[config.mk]
export PLATFORM = sky130hd
export DESIGN_NAME = lc3b_front_end
export DESIGN_NICKNAME = d
export VERILOG_FILES = /design/src/logic/lc3b_types.sv /design/src/logic/lc3b_id_if.sv /design/src/logic/lc3b_front_end.sv /design/src/logic/lc3b_regfile.sv /design/src/logic/ifid.sv /design/src/logic/lc3b_control_rom.sv /design/src/logic/lc3b_fetch.sv
export VERILOG_INCLUDE_DIRS = /design/src /design/src/include
export SDC_FILE = /design/constraint.sdc
export NUM_CORES = 1
export LEC_CHECK = 0
export ABC_AREA = 1
export BUFFER_PORTS_ARGS = -buffer_cell sky130_fd_sc_hd__buf_2
export CELL_PAD_IN_SITES_DETAIL_PLACEMENT = 1
export CELL_PAD_IN_SITES_GLOBAL_PLACEMENT = 1
export CORE_ASPECT_RATIO = 1.5
export CORE_MARGIN = 2
export CORE_UTILIZATION = 39
export DETAILED_ROUTE_END_ITERATION = 10
export GPL_ROUTABILITY_DRIVEN = 0
export HOLD_SLACK_MARGIN = 0.06
export PLACE_DENSITY = 0.87
export REMOVE_ABC_BUFFERS = 1
export SYNTH_ARGS = -nofsm -noshare
export SYNTH_HDL_FRONTEND = slang
export SYNTH_HIERARCHICAL = 1
export SYNTH_SLANG_ARGS = --single-unit
[constraint.sdc]
create_clock -name clk -period 1.5 [get_ports clk]
set_input_delay 0.3 -clock clk [delete_from_list [all_inputs] [get_ports clk]]
set_output_delay 0.3 -clock clk [all_outputs]
set_load 0.01 [all_outputs]
[src/include/lc3b_cfg.svh]
`ifndef LC3B_CFG_SVH
`define LC3B_CFG_SVH

// machine word, shared by instructions, data and addresses
`define LC3B_WORD_W 16

// architectural register count
// register index width is derived from this in the types package
`define LC3B_NUM_REGS 8

// first fetch address out of reset
// word aligned, fetch steps by 2 bytes
`define LC3B_RESET_PC 16'h0000

`endif
[src/logic/lc3b_types.sv]
`include "lc3b_cfg.svh"

package lc3b_types;

    // one machine word, data or byte address
    typedef logic [`LC3B_WORD_W-1:0] lc3b_word;

    // register index
    typedef logic [$clog2(`LC3B_NUM_REGS)-1:0] lc3b_reg;

    // raw jsr displacement, left unextended
    typedef logic [10:0] lc3b_offset11;

    // lc3b opcode map, bits 15:12
    typedef enum logic [3:0] {
        op_br   = 4'b0000,
        op_add  = 4'b0001,
        op_ldb  = 4'b0010,
        op_stb  = 4'b0011,
        op_jsr  = 4'b0100,
        op_and  = 4'b0101,
        op_ldr  = 4'b0110,
        op_str  = 4'b0111,
        op_rti  = 4'b1000,
        op_not  = 4'b1001,
        op_ldi  = 4'b1010,
        op_sti  = 4'b1011,
        op_jmp  = 4'b1100,
        op_shf  = 4'b1101,
        op_lea  = 4'b1110,
        op_trap = 4'b1111
    } lc3b_opcode;

    // alu function for the execute stage
    typedef enum logic [2:0] {
        alu_add,
        alu_and,
        alu_not,
        alu_pass,
        alu_sll,
        alu_srl,
        alu_sra
    } lc3b_aluop;

    // per-instruction control, carried down the pipe
    typedef struct packed {
        lc3b_opcode opcode;
        lc3b_aluop  aluop;
        logic       load_regfile;
        logic       mem_read;
        logic       mem_write;
        // 1 selects imm5, 0 selects sr2
        logic       sr2_sel;
        logic       branch;
        logic       jsr_link;
    } lc3b_control_word;

    // one instruction word, four field layouts
    typedef union packed {
        // operate format: add, and, not, shf
        struct packed {
            lc3b_opcode opcode;
            lc3b_reg    dr;
            lc3b_reg    sr1;
            logic       imm_flag;
            logic [4:0] imm5;
        } opr;
        // base plus offset6 loads and stores
        struct packed {
            lc3b_opcode opcode;
            lc3b_reg    dr_sr;
            lc3b_reg    base;
            logic [5:0] offset6;
        } mem;
        // pc relative branch, lea
        struct packed {
            lc3b_opcode opcode;
            logic [2:0] nzp;
            logic [8:0] offset9;
        } br;
        // jsr with long displacement
        struct packed {
            lc3b_opcode   opcode;
            logic         link;
            lc3b_offset11 offset11;
        } jsr;
    } lc3b_instr;

endpackage : lc3b_types

[src/logic/lc3b_id_if.sv]
`timescale 1ns/1ps

interface lc3b_id_if;

    import lc3b_types::*;

    // decoded instruction as held in the IF/ID register
    lc3b_word         pc;
    lc3b_control_word ctrl;
    lc3b_reg          dest;
    lc3b_reg          src1;
    lc3b_reg          src2;
    // sign-extended immediates
    lc3b_word         imm5;
    lc3b_word         offset6;
    lc3b_word         offset9;
    // jsr field, extension happens downstream
    lc3b_offset11     offset11;

    // pipeline register side, owns every field
    modport stage (
        output pc, ctrl, dest, src1, src2, imm5, offset6, offset9, offset11
    );

    // register file only needs the two source indices
    modport reader (
        input src1, src2
    );

endinterface : lc3b_id_if

[src/logic/lc3b_front_end.sv]
`timescale 1ns/1ps

module lc3b_front_end
(
    input  logic                         clk,
    input  logic                         arst_n,
    // instruction memory
    output lc3b_types::lc3b_word         imem_addr,
    output logic                         imem_read,
    input  lc3b_types::lc3b_word         imem_rdata,
    input  logic                         imem_resp,
    // back end handshake
    input  logic                         advance,
    output logic                         ready,
    // decoded instruction
    output lc3b_types::lc3b_word         id_pc,
    output lc3b_types::lc3b_control_word id_ctrl,
    output lc3b_types::lc3b_reg          id_dest,
    output lc3b_types::lc3b_word         id_imm5,
    output lc3b_types::lc3b_word         id_offset6,
    output lc3b_types::lc3b_word         id_offset9,
    output lc3b_types::lc3b_offset11     id_offset11,
    output lc3b_types::lc3b_word         sr1_data,
    output lc3b_types::lc3b_word         sr2_data,
    // register write from writeback
    input  logic                         wb_we,
    input  lc3b_types::lc3b_reg          wb_dest,
    input  lc3b_types::lc3b_word         wb_data
);

    import lc3b_types::*;

    // fetch outputs
    lc3b_word         fetch_pc;
    lc3b_word         fetch_instr;
    // decode ahead of the boundary
    lc3b_control_word rom_ctrl;
    lc3b_word         rom_offset6;
    lc3b_word         rom_offset9;

    lc3b_id_if id_bus ();

    lc3b_fetch u_fetch (
        .clk      (clk),
        .arst_n   (arst_n),
        .advance  (advance),
        .mem_resp (imem_resp),
        .rdata    (imem_rdata),
        .pc       (fetch_pc),
        .instr    (fetch_instr)
    );

    lc3b_control_rom u_control_rom (
        .instr   (fetch_instr),
        .ctrl    (rom_ctrl),
        .offset6 (rom_offset6),
        .offset9 (rom_offset9)
    );

    ifid u_ifid (
        .clk          (clk),
        .arst_n       (arst_n),
        .advance      (advance),
        .mem_resp     (imem_resp),
        .instr        (fetch_instr),
        .pc_in        (fetch_pc),
        .ctrl_word_in (rom_ctrl),
        .offset6_in   (rom_offset6),
        .offset9_in   (rom_offset9),
        .mem_request  (imem_read),
        .ready        (ready),
        .id           (id_bus.stage)
    );

    lc3b_regfile u_regfile (
        .clk      (clk),
        .arst_n   (arst_n),
        .we       (wb_we),
        .dest     (wb_dest),
        .wdata    (wb_data),
        .id       (id_bus.reader),
        .sr1_data (sr1_data),
        .sr2_data (sr2_data)
    );

    // pc is the fetch address
    assign imem_addr   = fetch_pc;

    // remaining IF/ID fields straight to the back end
    assign id_pc       = id_bus.pc;
    assign id_ctrl     = id_bus.ctrl;
    assign id_dest     = id_bus.dest;
    assign id_imm5     = id_bus.imm5;
    assign id_offset6  = id_bus.offset6;
    assign id_offset9  = id_bus.offset9;
    assign id_offset11 = id_bus.offset11;

endmodule : lc3b_front_end

[src/logic/lc3b_regfile.sv]
`timescale 1ns/1ps
`include "lc3b_cfg.svh"

module lc3b_regfile
(
    input  logic                 clk,
    input  logic                 arst_n,
    input  logic                 we,
    input  lc3b_types::lc3b_reg  dest,
    input  lc3b_types::lc3b_word wdata,
    lc3b_id_if.reader            id,
    output lc3b_types::lc3b_word sr1_data,
    output lc3b_types::lc3b_word sr2_data
);

    import lc3b_types::*;

    // r0 through r7
    lc3b_word regs [`LC3B_NUM_REGS];

    // single write port from the back end
    always_ff @(posedge clk or negedge arst_n)
    begin
        if (!arst_n)
        begin
            regs <= '{default: '0};
        end
        else if (we)
        begin
            regs[dest] <= wdata;
        end
    end

    // reads off the latched IF/ID indices
    // no write bypass, new data shows one cycle after the write edge
    assign sr1_data = regs[id.src1];
    assign sr2_data = regs[id.src2];

endmodule : lc3b_regfile

[src/logic/ifid.sv]
`timescale 1ns/1ps

module ifid
(
    input  logic                         clk,
    input  logic                         arst_n,
    input  logic                         advance,
    input  logic                         mem_resp,
    input  lc3b_types::lc3b_instr        instr,
    input  lc3b_types::lc3b_word         pc_in,
    input  lc3b_types::lc3b_control_word ctrl_word_in,
    input  lc3b_types::lc3b_word         offset6_in,
    input  lc3b_types::lc3b_word         offset9_in,
    output logic                         mem_request,
    output logic                         ready,
    lc3b_id_if.stage                     id
);

    import lc3b_types::*;

    // request and ready handshake with fetch memory
    always_ff @(posedge clk or negedge arst_n)
    begin
        if (!arst_n)
        begin
            mem_request <= 1'b0;
            ready       <= 1'b0;
        end
        else if (advance)
        begin
            // one idle cycle while the pc steps
            // also keeps a held advance from taking the same word twice
            mem_request <= 1'b0;
            ready       <= 1'b0;
        end
        else
        begin
            mem_request <= 1'b1;
            // sticky once a response has arrived
            if (mem_resp)
            begin
                ready <= 1'b1;
            end
        end
    end

    // decoded fields, only touched on advance
    always_ff @(posedge clk)
    begin
        if (advance)
        begin
            id.pc      <= pc_in;
            id.ctrl    <= ctrl_word_in;
            id.offset6 <= offset6_in;
            id.offset9 <= offset9_in;
            // register indices, bits 11:9, 8:6 and 2:0
            id.dest    <= instr.opr.dr;
            id.src1    <= instr.opr.sr1;
            id.src2    <= instr.opr.imm5[2:0];
            // bits 10:0 via the jsr layout
            id.offset11 <= instr.jsr.offset11;
            // imm5 widened with its sign
            id.imm5    <= lc3b_word'(signed'(instr.opr.imm5));
        end
    end

endmodule : ifid

[src/logic/lc3b_control_rom.sv]
`timescale 1ns/1ps

module lc3b_control_rom
(
    input  lc3b_types::lc3b_instr        instr,
    output lc3b_types::lc3b_control_word ctrl,
    output lc3b_types::lc3b_word         offset6,
    output lc3b_types::lc3b_word         offset9
);

    import lc3b_types::*;

    // offsets through their own views of the word
    assign offset6 = lc3b_word'(signed'(instr.mem.offset6));
    assign offset9 = lc3b_word'(signed'(instr.br.offset9));

    always_comb
    begin
        // defaults: no loads, no memory, pass-through alu
        ctrl        = '0;
        ctrl.opcode = instr.opr.opcode;
        ctrl.aluop  = alu_pass;

        unique case (instr.opr.opcode)
            op_add:
            begin
                ctrl.aluop        = alu_add;
                ctrl.load_regfile = 1'b1;
                ctrl.sr2_sel      = instr.opr.imm_flag;
            end
            op_and:
            begin
                ctrl.aluop        = alu_and;
                ctrl.load_regfile = 1'b1;
                ctrl.sr2_sel      = instr.opr.imm_flag;
            end
            op_not:
            begin
                ctrl.aluop        = alu_not;
                ctrl.load_regfile = 1'b1;
            end
            op_shf:
            begin
                // bit 4 picks direction, bit 5 arithmetic vs logical
                ctrl.load_regfile = 1'b1;
                if (!instr.opr.imm5[4])
                    ctrl.aluop = alu_sll;
                else if (instr.opr.imm_flag)
                    ctrl.aluop = alu_sra;
                else
                    ctrl.aluop = alu_srl;
            end
            op_lea:
            begin
                // address formed outside the alu
                ctrl.load_regfile = 1'b1;
            end
            op_ldb, op_ldi, op_ldr:
            begin
                // base plus offset address
                ctrl.aluop        = alu_add;
                ctrl.load_regfile = 1'b1;
                ctrl.mem_read     = 1'b1;
            end
            op_stb, op_sti, op_str:
            begin
                ctrl.aluop     = alu_add;
                ctrl.mem_write = 1'b1;
            end
            op_br, op_jmp:
            begin
                ctrl.branch = 1'b1;
            end
            op_jsr:
            begin
                ctrl.jsr_link = 1'b1;
            end
            // rti, trap: defaults only
            default:
            begin
                ctrl.aluop = alu_pass;
            end
        endcase
    end

endmodule : lc3b_control_rom

[src/logic/lc3b_fetch.sv]
`timescale 1ns/1ps
`include "lc3b_cfg.svh"

module lc3b_fetch
(
    input  logic                 clk,
    input  logic                 arst_n,
    input  logic                 advance,
    input  logic                 mem_resp,
    input  lc3b_types::lc3b_word rdata,
    output lc3b_types::lc3b_word pc,
    output lc3b_types::lc3b_word instr
);

    import lc3b_types::*;

    // next sequential address
    lc3b_word pc_plus2;

    // buffer load strobe
    logic     instr_load;

    // byte addressed, one instruction is two bytes
    assign pc_plus2 = pc + lc3b_word'(2);

    // advance wins over a response in the same cycle
    // the word at the old pc is already in the buffer by then
    assign instr_load = mem_resp && !advance;

    // program counter
    // also serves directly as the instruction memory address
    always_ff @(posedge clk or negedge arst_n)
    begin
        if (!arst_n)
        begin
            pc <= `LC3B_RESET_PC;
        end
        else if (advance)
        begin
            // step once per instruction handed to IF/ID
            pc <= pc_plus2;
        end
    end

    // fetched instruction buffer
    // repeated responses under back-pressure rewrite the same word
    always_ff @(posedge clk)
    begin
        if (instr_load)
        begin
            instr <= rdata;
        end
    end

    // The buffer feeds the control ROM and ifid in parallel, so the word
    // decoded here is the one latched on the next advance.

endmodule : lc3b_fetch

==> results_dict.tcl, run 1 <==
set metrics [dict create \
    drt_wl_total_mm 47.7 \
    dp_hpwl_mm 23.8 \
    synth.distinct_cells 31 \
    drv_slew 0 \
    yosysTopAreaCell "dfrtp_1" \
    seq_power_share 0.417 \
    vias 11400 \
    ys_seq_area_frac 0.543 \
    port-buffer-count 179 \
    ant_nets 0 \
    yosysWarnings 6 \
    p_int_mw 13.3 \
    synth_cells 1442 \
    grt_first_pass_wirelength_mm 61.6 \
    drt_iter0_drc 836 \
    power.density_nw_per_um2 1250 \
    vdd_drop_max_uv 820 \
    instances_no_fill 2051 \
    die_y_um 215 \
    ys_dominant_reg_cell "dfrtp_1" \
    die_w_um 145 \
    layout_min_cycle_time_ns 2.37 \
    utilization 0.545 \
    timing.rr.start "u_fetch/pc[1]" \
    fp-row-count 77 \
    async_flop_share 0.620 \
    synth_edf_count 89 \
    critical_path_class "reg2out" \
    core_area_um2 29400 \
    combPwrFrac 0.262 \
    status "finished, violations left" \
    synthToLayoutAreaGrowth_pct 38.0 \
    gr-usage-met1 0.290 \
    rsz0062_at_grt "true" \
    min_path_cells 3 \
    fin_ws_ns -0.867 \
    rr_worst_depth 8 \
    synth_top_area_frac 0.313 \
    total_leakage_power_nw 8.08 \
    antenna_found_initial 0 \
    grt_use_met3 0.0419 \
    hold_viol_final 0 \
    skew_ns 0.00555 \
    fmax_ghz 0.423 \
    min_period_over_period 1.58 \
    crit_fanout 10 \
    final_nets 1681 \
    synth_area_leaders "dfrtp_1, edfxtp_1, nand2_1" \
    grt_max_degree 37 \
    busiest_layer "met2" \
    path_clk_slew_ns 0.07 \
    setup_viol 54 \
    wire_per_inst_um 23.2 \
    numCtsBuffers 23 \
    p_sw_mw 6.76 \
    groute.usage.overall 0.255 \
    crit_start "u_ifid/id.src1[0]" \
    syn-mean-instance-area_um2 8.05 \
    drt-vias-per-instance 5.55 \
    place_inst 1946 \
    drive_above_1_share 0.315 \
    swShare 0.337 \
    drtPass1Iterations 7 \
    ys_seq_elements 234 \
    cts_tree "built" \
    drc_errors 0 \
    power_mw 20.0 \
    max-cap-violations 0 \
    synthesis.area_um2 11600 \
    fin_area_um2 16000 \
    diodes 0 \
    violations "negative setup slack" \
    root_buffer "clkbuf_16" \
    ios 181 \
    hp-class "in2reg" \
    cts.sinks 234 \
    p_clk_frac 0.321 \
    min_from "advance" \
    clkLatencyLatePin_ns 0.53 \
    n_fill_cell 3360 \
    placed_area_um2 13100 \
    crit_path_start_kind "flop" \
    critPathCaptureType "primary output" \
    grt_pass1_vias 11400 \
    h-tree-depth 1 \
    cp_data_arrival_time_ns 2.07 \
    grt.overflow.total 0 \
    cts_buffer_depth 3 \
    start_util 0.395 \
    grt_use_met2 0.461 \
    die_area_um2 31200 \
    cp.required_ns 1.20 \
]
## worst paths after layout
path / slack (ns) / to
setup / recovery: -0.87 / sr1_data[4]
max in group asynchronous: 0.58 / u_regfile/regs[71]
hold / removal: 0.12 / u_fetch/pc[2]
hold reg to reg: 0.42 / u_ifid/id.dest[0]
setup reg to reg: 0.12 / u_fetch/pc[13]
min in group asynchronous: 0.24 / u_fetch/pc[14]
## registers in the layout (all words and copies together) (netlist names)
name / cells
u_ifid/id.pc: 16
u_regfile/regs: 128
u_ifid/id.offset11: 3
u_ifid/ready: 1
u_ifid/id.ctrl: 13
u_ifid/id.src1: 2
u_ifid/id.offset6: 16
u_fetch/pc: 15
u_ifid/mem_request: 1
u_ifid/id.dest: 3
u_ifid/id.offset9: 16
u_fetch/instr: 16
u_ifid/id.src2: 2
u_ifid/id.imm5: 2
## synth_stat cells (4+ instances only)
| cell | number |
|---|---|
| buf_2 | 42 |
| buf_4 | 61 |
| clkbuf_1 | 22 |
| clkbuf_2 | 4 |
| dfrtp_1 | 145 |
| edfxtp_1 | 89 |
| inv_1 | 169 |
| inv_2 | 7 |
| nand2_1 | 588 |
| nand3_1 | 136 |
| nor2_1 | 21 |
| o21ai_0 | 128 |
| xor2_1 | 6 |
## through the flow
step	worst slack (ns)	TNS (ns)	hold WS [ns]
global route	-0.886	-29.15	0.128
floorplan	-1.43	-44.49	0.00441
CTS	-0.686	-23.87	0.121
finish	-0.867	-27.09	0.118
detailed placement	-0.165	-2.80	0.225
global placement	-0.149	-1.74	0.220
## cell usage in the layout, fill, tap and decap left out, types with 38 or more instances in the layout
cell type / instances
nand2_1: 473
inv_1: 168
buf_2: 161
dfrtp_1: 140
o21ai_0: 128
edfxtp_1: 89
nand3_2: 73
nand2_2: 68
nand3_1: 62
nand2_4: 48
buf_12: 38
## repair_timing
action | 4_1_cts | 5_1_grt
endpoints found under the hold margin | 157 | 0
gates cloned | 8 | 13
pin swaps | 50 | 107
hold buffers | 34 | 0
gates resized for setup | 132 | 189
buffers inserted | 11 | 4
endpoints found under the setup margin | 55 | 58
## layout make-up
cell class,count,area (um2),area share
inverter,176,678,0.0423
timing repair buffer,303,2940,0.184
clock buffer,23,576,0.0359
tap,395,494,0.0309
multi-input combinational,901,4780,0.298
clock inverter,18,231,0.0145
timing repair inverter,1,11.3,0.000703
sequential,234,6310,0.394
## kinds of logic (layout without fill, tap and decap cells)
| kind of cell | count (synthesis) | in the layout | synth area share |
|---|---|---|---|
| and+or+nand+nor | 760 | 760 | 0.268 |
| buffers and inverters | 307 | 521 | 0.124 |
| DFF | 234 | 234 | 0.543 |
| AOI/OAI and AO/OA | 131 | 131 | 0.0567 |
| xor gates and xnor gates | 8 | 8 | 0.00668 |
| adders and majority gates | 1 | 1 | 0.00108 |
| other | 1 | 1 | 0.000323 |
## power groups by stage
stage | clock network (mW) | registers, mW | logic, mW
after detailed placement | 0 | 8.34 | 3.80
after floorplan | 0 | 8.41 | 1.99
after global placement | 0 | 8.28 | 3.59
final | 6.43 | 8.35 | 5.26
after global routing | 6.71 | 8.44 | 5.63
after CTS | 6.38 | 8.22 | 4.31
## layer usage
layer	part of all wire	vias up
li1	-	4839
met1	0.35	5619
met2	0.50	679
met3	0.077	247
met4	0.072	0
met5	0	-
## critical path, stage by stage, from the launching register on
cell and delay (ns):
edfxtp_1 0.52, buf_8 0.24, buf_12 0.16, nand2_1 0.12, nand3_2 0.10, nand2_1 0.09, nand2_1 0.07, nand2_1 0.09
buf_2 0.13
No activity file was read; power rests on OpenSTA's default activity.
==> inputs of run 2 (changes only) <==
--- a/config.mk
+++ b/config.mk
@@ -7,16 +7,16 @@
 export NUM_CORES = 1
 export LEC_CHECK = 0
 export ABC_AREA = 1
-export BUFFER_PORTS_ARGS = -buffer_cell sky130_fd_sc_hd__buf_2
 export CELL_PAD_IN_SITES_DETAIL_PLACEMENT = 1
 export CELL_PAD_IN_SITES_GLOBAL_PLACEMENT = 1
 export CORE_ASPECT_RATIO = 1.5
 export CORE_MARGIN = 2
-export CORE_UTILIZATION = 39
+export CORE_UTILIZATION = 43
 export DETAILED_ROUTE_END_ITERATION = 10
+export DONT_BUFFER_PORTS = 1
 export GPL_ROUTABILITY_DRIVEN = 0
 export HOLD_SLACK_MARGIN = 0.06
-export PLACE_DENSITY = 0.87
+export PLACE_DENSITY = 0.84
 export REMOVE_ABC_BUFFERS = 1
 export SYNTH_ARGS = -nofsm -noshare
 export SYNTH_HDL_FRONTEND = slang
==> run 2 against run 1 <==
The flow finishes with violations (negative hold slack, negative setup slack). Die area down 9.1%. Core utilization down 0.69 points. Count of clock-buffer cells in the layout up 6.
==> results_dict.tcl, run 2 (synthesized netlist as in run 1, its figures left out) <==
set metrics [dict create \
    layout_min_cycle_time_ns 2.26 \
    hold_viol_final 219 \
    grt_max_degree 146 \
    seq_power_share 0.465 \
    path_cells "inv_4 -> buf_12 -> buf_16 -> nand2_2 -> nand3_2 -> nand2_1 -> nand2_1 -> nand2_2" \
    drt_wl_total_mm 42.7 \
    start_util 0.438 \
    rr_worst_depth 3 \
    top_register "u_regfile/regs" \
    grt_first_pass_wirelength_mm 56.3 \
    rsz0062_at_grt "true" \
    critical_path_class "reg2out" \
    drv_slew 0 \
    swShare 0.336 \
    groute.usage.overall 0.252 \
    final_nets 1489 \
    drive_above_1_share 0.207 \
    violations "negative hold slack, negative setup slack" \
    vias 10300 \
    ios 181 \
    crit_start "u_ifid/id.src2[0]" \
    cp_data_arrival_time_ns 1.96 \
    utilization 0.538 \
    fin_area_um2 14300 \
    synthToLayoutAreaGrowth_pct 22.8 \
    largest_reg_flops 128 \
    diodes 0 \
    timing.rr.start "u_fetch/pc[1]" \
    port-buffer-count 0 \
    most-common-layout-cells "nand2_1, inv_1, dfrtp_1" \
    antenna_found_initial 0 \
    clkLatencyLatePin_ns 0.54 \
    total_leakage_power_nw 7.00 \
    min_period_over_period 1.51 \
    cp_slowest_cell "edfxtp_1" \
    core_area_um2 26500 \
    h-tree-depth 1 \
    dp_hpwl_mm 21.2 \
    p_sw_mw 6.09 \
    combPwrFrac 0.233 \
    p_int_mw 12.0 \
    p_clk_frac 0.302 \
    setup_viol 39 \
    wire_per_inst_um 23.7 \
    skew_ns 0.0172 \
    max-cap-violations 0 \
    ctsHoldBuffers 35 \
    path_clk_slew_ns 0.07 \
    crit_fanout 8 \
    fp-row-count 73 \
    cpPeakStageDelay_ns 0.49 \
    numCtsBuffers 23 \
    root_buffer "clkbuf_16" \
    power.density_nw_per_um2 1270 \
    cts.sinks 234 \
    vdd_drop_max_uv 1110 \
    cts_buffer_depth 3 \
    power_mw 18.1 \
    place_inst 1699 \
    drt_iter0_drc 658 \
    status "finished, violations left" \
    drtPass1Iterations 5 \
    die_w_um 138 \
    grt.overflow.total 0 \
    cts_tree "built" \
    placed_area_um2 11900 \
    fin_ws_ns -0.759 \
    fmax_ghz 0.443 \
    drt-vias-per-instance 5.69 \
    drc_errors 0 \
    die_area_um2 28300 \
    critPathCaptureType "primary output" \
    r2r_slack_ns 0.10 \
    layout_commonest_cell "nand2_1" \
    hp-class "in2async" \
    fin_setup_tns_ns -22.29 \
    die_y_um 205 \
    grt_pass1_vias 10500 \
    cp.required_ns 1.20 \
    ant_nets 0 \
    hold_ws_ns -0.535 \
    crit_path_start_kind "flop" \
    instances_no_fill 1802 \
]
-- run 2: changes by cell type in the layout (fill, tap and decap cells not counted), moves of 11 or more --
cell     before  now
buf_2       161    0
nand3_1      62   86
nand3_2      73   49
buf_6        32   13
nand2_2      68   82
buf_12       38   25
nand2_4      48   37
-- run 2: final timing paths --
path	end
worst max-delay path	sr2_data[4]
worst min register to register	u_ifid/id.dest[2]
worst min-delay path	u_regfile/regs[11]
worst max register to register	u_fetch/pc[1]
min in group clk	u_ifid/id.pc[12]
max in group asynchronous	u_regfile/regs[72]
-- run 2: power groups by stage --
stage | logic [mW] | clock network [mW] | registers (mW)
finish | 4.22 | 5.47 | 8.42
detailed placement | 3.06 | 0 | 8.45
floorplan | 1.99 | 0 | 8.41
CTS | 3.43 | 5.54 | 8.35
global placement | 2.89 | 0 | 8.42
global route | 4.58 | 5.80 | 8.52
-- run 2: per-layer routing --
metal  track usage  part of all wire
met4         0.135             0.071
met1         0.270              0.35
met3        0.0454             0.067
met5             0                 0
met2         0.470              0.51
-- run 2: worst max-delay path, delay by kind of cell, from the launching register on --
family	cells	cell delay [ns]
flip-flops	1	0.49
buffers and inverters	3	0.47
AND/OR/NAND/NOR	5	0.44
-- run 2: final cells by class --
class | count | area, um2
Clock inverter | 13 | 91.3
Sequential cell | 234 | 6300
Timing Repair Buffer | 112 | 1570
Inverter | 176 | 668
Fill cell | 3063 | 12200
Clock buffer | 29 | 598
Multi-Input combinational cell | 901 | 4610
Tap cell | 337 | 422
-- run 2: stage by stage --
step,hold slack (ns),setup WS [ns]
final,-0.535,-0.759
after global routing,-0.551,-0.778
after CTS,-0.566,-0.610
after detailed placement,0.00786,-0.0914
after global placement,0.00891,0.0189
after floorplan,0.00441,-1.43
-- run 2: what timing repair did --
| action | 4_1_cts | 5_1_grt |
|---|---|---|
| gates resized for setup | 78 | 166 |
| setup endpoints to repair | 53 | 42 |
| gates cloned | 6 | 11 |
| endpoints found under the hold margin | 306 | 219 |
| setup buffers | 8 | 6 |
| pin swaps | 7 | 81 |
